File: src/cursor_pkg.sv
`default_nettype none

package cursor_pkg;

    // ************************************************************
    // widths with a meaning
    // ************************************************************

    typedef logic [5:0] coord_x_t;  // 64 columns
    typedef logic [2:0] coord_y_t;  // 8 rows
    typedef logic [2:0] slot_t;     // 8 palette slots side by side
    typedef logic [3:0] color_t;
    typedef logic [2:0] side_cnt_t; // pixels along one side

    // one pixel write into the frame buffer
    typedef struct packed {
        logic     we;
        coord_x_t x;
        coord_y_t y;
        color_t   color;
    } pixel_wr_t;

    // per-cycle request from the sequencer to the pen
    typedef struct packed {
        logic   run;      // write pen pixel, then step
        logic   axis;     // 0 = x, 1 = y
        logic   neg;      // step toward lower coordinates
        logic   side_clr;
        logic   load;     // place pen at slot origin
        color_t ink;
    } pen_cmd_t;

    // ************************************************************
    // sequencer states
    // ************************************************************

    typedef enum logic [3:0] {
        IDLE,
        GO_RIGHT,
        CLR_1,
        GO_DOWN,
        CLR_2,
        GO_LEFT,
        CLR_3,
        GO_UP,
        CLR_4,
        ERASE_DONE,
        CHANGE_INK,
        LOAD_NEW,
        DONE
    } seq_state_t;

endpackage

`default_nettype wire

File: src/cursor_sequencer.sv
`timescale 1ns/1ps
`default_nettype none

module cursor_sequencer (
    input  wire logic                 clk,
    input  wire logic                 rst,
    input  wire logic                 start,
    input  wire cursor_pkg::slot_t    slot,
    input  wire cursor_pkg::color_t   cursor_color,
    input  wire cursor_pkg::color_t   bg_color,
    input  wire logic                 side_end,
    output cursor_pkg::pen_cmd_t      pen,
    output cursor_pkg::slot_t         load_slot,
    output logic                      busy,
    output logic                      done
);

    cursor_pkg::seq_state_t state;

    logic               pass_draw;   // 0 while erasing the old box
    logic               have_old;    // a cursor has been drawn before
    cursor_pkg::slot_t  old_slot;

    // request latched at start
    cursor_pkg::slot_t  new_slot_q;
    cursor_pkg::color_t cur_color_q;
    cursor_pkg::color_t ink_q;

    logic accept;

    assign accept = (state == cursor_pkg::IDLE) && start;

    // ************************************************************
    // state register
    // ************************************************************

    always_ff @(posedge clk) begin
        if (rst) begin
            state     <= cursor_pkg::IDLE;
            pass_draw <= 1'b0;
            have_old  <= 1'b0;
            old_slot  <= '0;
        end else begin
            case (state)
                cursor_pkg::IDLE: begin
                    if (start) begin
                        // no previous box means nothing to erase
                        if (have_old) begin
                            state     <= cursor_pkg::GO_RIGHT;
                            pass_draw <= 1'b0;
                        end else begin
                            state     <= cursor_pkg::LOAD_NEW;
                            pass_draw <= 1'b1;
                        end
                    end
                end
                cursor_pkg::GO_RIGHT: if (side_end) state <= cursor_pkg::CLR_1;
                cursor_pkg::CLR_1:    state <= cursor_pkg::GO_DOWN;
                cursor_pkg::GO_DOWN:  if (side_end) state <= cursor_pkg::CLR_2;
                cursor_pkg::CLR_2:    state <= cursor_pkg::GO_LEFT;
                cursor_pkg::GO_LEFT:  if (side_end) state <= cursor_pkg::CLR_3;
                cursor_pkg::CLR_3:    state <= cursor_pkg::GO_UP;
                cursor_pkg::GO_UP:    if (side_end) state <= cursor_pkg::CLR_4;
                cursor_pkg::CLR_4: begin
                    state <= pass_draw ? cursor_pkg::DONE : cursor_pkg::ERASE_DONE;
                end
                cursor_pkg::ERASE_DONE: state <= cursor_pkg::CHANGE_INK;
                cursor_pkg::CHANGE_INK: state <= cursor_pkg::LOAD_NEW;
                cursor_pkg::LOAD_NEW: begin
                    state     <= cursor_pkg::GO_RIGHT;
                    pass_draw <= 1'b1;
                end
                cursor_pkg::DONE: begin
                    state    <= cursor_pkg::IDLE;
                    old_slot <= new_slot_q; // new box becomes the one to erase
                    have_old <= 1'b1;
                end
                default: state <= cursor_pkg::IDLE;
            endcase
        end
    end

    always_ff @(posedge clk) begin
        if (accept) begin
            new_slot_q  <= slot;
            cur_color_q <= cursor_color;
            ink_q       <= have_old ? bg_color : cursor_color;
        end else if (state == cursor_pkg::CHANGE_INK) begin
            ink_q <= cur_color_q;
        end
    end

    // ************************************************************
    // output decode
    // ************************************************************

    always_comb begin
        pen.run      = 1'b0;
        pen.axis     = 1'b0;
        pen.neg      = 1'b0;
        pen.side_clr = 1'b0;
        pen.load     = 1'b0;
        pen.ink      = ink_q;
        load_slot    = old_slot;
        done         = 1'b0;
        case (state)
            cursor_pkg::IDLE: begin
                pen.load     = 1'b1; // park the pen on the old box
                pen.side_clr = 1'b1;
            end
            cursor_pkg::GO_RIGHT: begin
                pen.run = ~side_end;
            end
            cursor_pkg::GO_DOWN: begin
                pen.run  = ~side_end;
                pen.axis = 1'b1;
            end
            cursor_pkg::GO_LEFT: begin
                pen.run = ~side_end;
                pen.neg = 1'b1;
            end
            cursor_pkg::GO_UP: begin
                pen.run  = ~side_end;
                pen.axis = 1'b1;
                pen.neg  = 1'b1;
            end
            cursor_pkg::CLR_1, cursor_pkg::CLR_2,
            cursor_pkg::CLR_3, cursor_pkg::CLR_4: begin
                pen.side_clr = 1'b1;
            end
            cursor_pkg::LOAD_NEW: begin
                pen.load     = 1'b1;
                pen.side_clr = 1'b1;
                load_slot    = new_slot_q;
            end
            cursor_pkg::DONE: begin
                done = 1'b1;
            end
            default: begin
                // ERASE_DONE and CHANGE_INK drive no pen activity
            end
        endcase
    end

    assign busy = (state != cursor_pkg::IDLE);

endmodule

`default_nettype wire

File: src/frame_buffer.sv
`timescale 1ns/1ps
`default_nettype none

module frame_buffer #(
    parameter int CELL_W    = 8,
    parameter int NUM_SLOTS = 8
) (
    input  wire logic                  clk,
    input  wire cursor_pkg::pixel_wr_t wr,
    input  wire cursor_pkg::coord_x_t  rd_x,
    input  wire cursor_pkg::coord_y_t  rd_y,
    output cursor_pkg::color_t         rd_color
);

    localparam int FB_W  = CELL_W * NUM_SLOTS;
    localparam int FB_H  = 2 ** $bits(cursor_pkg::coord_y_t);
    localparam int DEPTH = FB_W * FB_H;
    localparam int AW    = $clog2(DEPTH);

    cursor_pkg::color_t mem [DEPTH];

    logic [AW-1:0] wr_addr;
    logic [AW-1:0] rd_addr;

    // row major
    assign wr_addr = AW'(int'(wr.y) * FB_W + int'(wr.x));
    assign rd_addr = AW'(int'(rd_y) * FB_W + int'(rd_x));

    always_ff @(posedge clk) begin
        if (wr.we) begin
            mem[wr_addr] <= wr.color;
        end
    end

    always_ff @(posedge clk) begin
        rd_color <= mem[rd_addr]; // old data on a same-address write
    end

endmodule

`default_nettype wire

File: src/palette_cursor_top.sv
`timescale 1ns/1ps
`default_nettype none

module palette_cursor_top #(
    parameter int CELL_W    = 8,   // box side, at most 8
    parameter int NUM_SLOTS = 8
) (
    input  wire logic                 clk,
    input  wire logic                 rst,
    input  wire logic                 start,
    input  wire cursor_pkg::slot_t    slot,
    input  wire cursor_pkg::color_t   cursor_color,
    input  wire cursor_pkg::color_t   bg_color,
    input  wire cursor_pkg::coord_x_t rd_x,
    input  wire cursor_pkg::coord_y_t rd_y,
    output cursor_pkg::color_t        rd_color,
    output logic                      busy,
    output logic                      done
);

    cursor_pkg::pen_cmd_t  pen;
    cursor_pkg::slot_t     load_slot;
    cursor_pkg::pixel_wr_t wr;
    logic                  side_end;

    // ************************************************************
    // erase / draw ordering
    // ************************************************************

    cursor_sequencer u_seq (
        .clk          (clk),
        .rst          (rst),
        .start        (start),
        .slot         (slot),
        .cursor_color (cursor_color),
        .bg_color     (bg_color),
        .side_end     (side_end),
        .pen          (pen),
        .load_slot    (load_slot),
        .busy         (busy),
        .done         (done)
    );

    pen_walker #(
        .CELL_W (CELL_W)
    ) u_pen (
        .clk       (clk),
        .rst       (rst),
        .pen       (pen),
        .load_slot (load_slot),
        .side_end  (side_end),
        .wr        (wr)
    );

    // ************************************************************
    // pixel store
    // ************************************************************

    frame_buffer #(
        .CELL_W    (CELL_W),
        .NUM_SLOTS (NUM_SLOTS)
    ) u_fb (
        .clk      (clk),
        .wr       (wr),
        .rd_x     (rd_x),
        .rd_y     (rd_y),
        .rd_color (rd_color)
    );

endmodule

`default_nettype wire

File: src/pen_walker.sv
`timescale 1ns/1ps
`default_nettype none

module pen_walker #(
    parameter int CELL_W = 8
) (
    input  wire logic                 clk,
    input  wire logic                 rst,
    input  wire cursor_pkg::pen_cmd_t pen,
    input  wire cursor_pkg::slot_t    load_slot,
    output logic                      side_end,
    output cursor_pkg::pixel_wr_t     wr
);

    localparam cursor_pkg::side_cnt_t LAST = cursor_pkg::side_cnt_t'(CELL_W - 1);

    cursor_pkg::coord_x_t  x_q;
    cursor_pkg::coord_y_t  y_q;
    cursor_pkg::side_cnt_t cnt;

    cursor_pkg::coord_x_t  origin_x;
    cursor_pkg::coord_x_t  x_step;
    cursor_pkg::coord_y_t  y_step;

    // ************************************************************
    // slot to origin, next positions
    // ************************************************************

    assign origin_x = cursor_pkg::coord_x_t'(int'(load_slot) * CELL_W); // y origin is row 0

    always_comb begin
        x_step = x_q;
        y_step = y_q;
        if (!pen.axis) begin
            x_step = pen.neg ? x_q - 1'b1 : x_q + 1'b1;
        end else begin
            y_step = pen.neg ? y_q - 1'b1 : y_q + 1'b1;
        end
    end

    // ************************************************************
    // position and side counter
    // ************************************************************

    always_ff @(posedge clk) begin
        if (rst) begin
            x_q <= '0;
            y_q <= '0;
        end else if (pen.load) begin
            x_q <= origin_x;
            y_q <= '0;
        end else if (pen.run) begin
            x_q <= x_step;
            y_q <= y_step;
        end
    end

    always_ff @(posedge clk) begin
        if (rst) begin
            cnt <= '0;
        end else if (pen.side_clr) begin
            cnt <= '0;
        end else if (pen.run) begin
            cnt <= cnt + 1'b1;
        end
    end

    assign side_end = (cnt == LAST); // CELL_W-1 pixels per side

    // write the current pen position before it moves
    always_comb begin
        wr.we    = pen.run;
        wr.x     = x_q;
        wr.y     = y_q;
        wr.color = pen.ink;
    end

endmodule

`default_nettype wire

File: config.mk
export PLATFORM = sky130hd
export DESIGN_NAME = palette_cursor_top
export DESIGN_NICKNAME = d
export VERILOG_FILES = /design/src/cursor_pkg.sv /design/src/cursor_sequencer.sv /design/src/frame_buffer.sv /design/src/palette_cursor_top.sv /design/src/pen_walker.sv
export SDC_FILE = /design/constraint.sdc
export NUM_CORES = 2
export LEC_CHECK = 0
export BUFFER_PORTS_ARGS = -buffer_cell sky130_fd_sc_hd__buf_2
export CAP_MARGIN = 20
export CORE_MARGIN = 2
export CORE_UTILIZATION = 50
export DETAILED_ROUTE_END_ITERATION = 8
export PLACE_DENSITY = 0.61
export SETUP_SLACK_MARGIN = 0.2
export SLEW_MARGIN = 10
export SYNTH_ARGS = -nofsm -noshare
export SYNTH_HDL_FRONTEND = slang
export SYNTH_SLANG_ARGS = --single-unit
File: constraint.sdc
create_clock -name clk -period 9.3 [get_ports clk]
set_input_delay 1.395 -clock clk [delete_from_list [all_inputs] [get_ports clk]]
set_output_delay 1.395 -clock clk [all_outputs]
set_load 0.02 [all_outputs]
==> flow_metrics.tcl <==
set metrics [dict create \
    status "finished, final reports clean" \
    dr_wl_met3_um 14770 \
    drc 0 \
    rows 150 \
    ys_ff_latch 2084 \
    drt_pass1_iterations 5 \
    synth_ff_type "edfxtp_1" \
    async_flop_share_pct 0 \
    clk_pin_slew_ps 60 \
    initialDrtViolationCount 4326 \
    final_util_pct 54.89 \
    synth_edf_count 2059 \
    synth_fp_nets 4568 \
    dr_wl_met2_um 98640 \
    finalSetupTns_ps 0 \
    tightest_slew_ps 1160 \
    placement.io_buffers 28 \
    setup_viol 0 \
    drv_slew 0 \
    slew_headroom_pct 22.70 \
    report.final.hold_viol_count 0 \
    clkLatencyLatePin_ps 850 \
    cts_max_level 4 \
    core-area_um2 166800 \
    yosysWarnings 0 \
    drv_cap 0 \
    wl_per_cell_um 29.30 \
    powerDensity_nw_per_um2 233.3 \
    route.vias.total 42790 \
    seqPwrFrac_pct 53.9 \
    place_congestion 0.8262 \
    cp-end-kind "flop" \
    grt_overflow_total 0 \
    yosysMostFrequentCell "edfxtp_1" \
    area_growth_pct 9.293 \
    die_h_um 413.4 \
    num-fill-cells 12670 \
    synth_area_leaders "edfxtp_1 (74%), mux4_2 (7.8%), mux2i_1 (4.6%)" \
    cts_sinks 2084 \
    yosysUniqueCellTypes 75 \
    top_layer "met5" \
    pwr-share-clk_pct 36.2 \
    first_global_vias 43120 \
    internal-power_mw 16.06 \
    startpoint_type "input pin" \
    required_ps 9990 \
    peakVddDrop_uv 246.9 \
    clk_path_buf_depth 3 \
    multiInputGateArea_um2 19380 \
    start_util_pct 50.23 \
    register_area_um2 62330 \
    hpwl_um 116200 \
    die_w_um 413.4 \
    die_area_um2 170900 \
    cts_tree "yes" \
    drive_gt1_share_pct 15.10 \
    arrival_ps 5480 \
    met1_length_um 83310 \
    grt_pass1_wl_um 296300 \
    synth_area_per_cell_um2 18.47 \
    drt-vias-per-instance 6.200 \
    cts_resized 0 \
    grt_max_degree 219 \
    syn_inst 4537 \
    combPwrFrac_pct 9.9 \
    antenna_found_initial 4 \
    switching_share_pct 24.83 \
    synth_top_area_share_pct 73.78 \
    finalClockSkew_ps 54.86 \
    yosys-top-cells-count "edfxtp_1 (2059), nor2_1 (582), mux2i_1 (381), mux4_2 (289), o221ai_1 (165)" \
    finish.net_count 4568 \
    syn_area_um2 83800 \
    yosysSeqAreaShare_pct 74.38 \
    cts_root_buf "clkbuf_16" \
    cp_max_fo 133 \
    grtUsageTotal_pct 23.82 \
    rsz0062_at_grt "no" \
    crit_type "in2reg" \
    ios 29 \
    clock.fmax_ghz 0.2087 \
    cts_setup_buffers 0 \
    ant_nets 0 \
    hp-class "reg2reg" \
    wl_um 202200 \
    cts_hold_buf 0 \
    min_period_ps 4792 \
    power_switching_mw 5.307 \
    p_leak_nw 28.63 \
    synth.largest_area_cell "edfxtp_1" \
    fin_crit_sh_pct 51.53 \
    cts_buffers 204 \
]
==> state kept, by name (all words and copies together) (netlist names) <==
signal,cells
u_seq.state,4
u_seq.pass_draw,1
u_seq.ink_q,4
u_seq.new_slot_q,3
u_fb.mem,2048
u_fb.rd_color,4
u_pen.cnt,3
u_pen.x_q,6
u_seq.cur_color_q,4
u_seq.have_old,1
u_pen.y_q,3
u_seq.old_slot,3
==> placed cells by master (no fill, tap or decap), drive strengths merged, types with 43 or more instances in the layout <==
cell,count
nor2,582
mux4,340
nor3,57
o22ai,75
a21oi,111
o21ai,43
clkinv,93
clkbuf,260
nand2,125
buf,104
edfxtp,2059
mux2i,381
o221ai,166
==> final cells by class <==
type / count / share of cell area [%]
antenna: 1 / 0.002732
clock buffer: 260 / 5.803
clock inverter: 105 / 0.9973
inverter: 8 / 0.04098
multi-input combinational: 2135 / 21.16
sequential: 2084 / 68.05
tap: 2204 / 3.011
timing repair buffer: 104 / 0.9262
==> power groups by stage <==
| stage | clock network (mW) | logic, mW | registers (mW) |
|---|---|---|---|
| CTS | 7.86 | 2.15 | 11.5 |
| global placement | 0 | 2.10 | 11.7 |
| detailed placement | 0 | 2.15 | 11.7 |
| finish | 7.73 | 2.12 | 11.5 |
| floorplan | 0 | 0.702 | 12.7 |
| global route | 8.23 | 2.31 | 11.5 |
==> metrics by stage <==
stage | instance area [um2] | hold WS, ps | worst slack [ps] | power, mW | std cells
final | 91590 | 462.1 | 4508 | 21.37 | 6901
after global routing | 91590 | 505.3 | 4200 | 22.06 | 6901
after CTS | 91580 | 463.6 | 4454 | 21.53 | 6899
after detailed placement | 85350 | 452.6 | 3535 | 13.87 | 6534
after global placement | 85350 | 447.7 | 3567 | 13.81 | 6534
after floorplan | 83800 | 439.4 | 1707 | 13.39 | 4537
==> final timing paths <==
path,endpoint,slack (ps),cells past startpoint,startpoint
setup / recovery,u_fb.rd_color[2],4510,9,rd_x[0]
hold / removal,u_pen.cnt[2],460,2,u_pen.cnt[2]
setup reg to reg,u_fb.mem[158][2],5150,6,u_pen.cnt[0]
hold reg to reg,u_pen.cnt[2],460,2,u_pen.cnt[2]
==> kinds of logic (layout without fill, tap and decap cells) <==
kind of cell	Yosys count	count (layout)	share of synthesized area [%]
AND/OR/NAND/NOR	886	886	4.485
multiplexers	731	731	14.05
buffers and inverters	318	477	2.616
AO/OA/AOI/OAI	502	502	4.249
flip-flops	2084	2084	74.38
other	0	1	0
XOR/XNOR	8	8	0.08361
adder cells (fa/ha/maj)	8	8	0.1374
==> per-layer routing <==
| metal | vias to the layer above | GRT usage, % |
|---|---|---|
| met5 | - | 0 |
| met4 | 2 | 6.947 |
| met3 | 316 | 4.713 |
| met2 | 1704 | 38.25 |
| met1 | 22340 | 33.32 |
| li1 | 18430 | - |
==> critical path, stage by stage <==
cell      delay [ps]
buf_8            440
buf_12           730
buf_4            670
mux4_2           580
o22ai_1          320
a22o_1           190
a21oi_1           50
a31oi_1          680
a211oi_2         150
(Power assumes the default switching activity.)
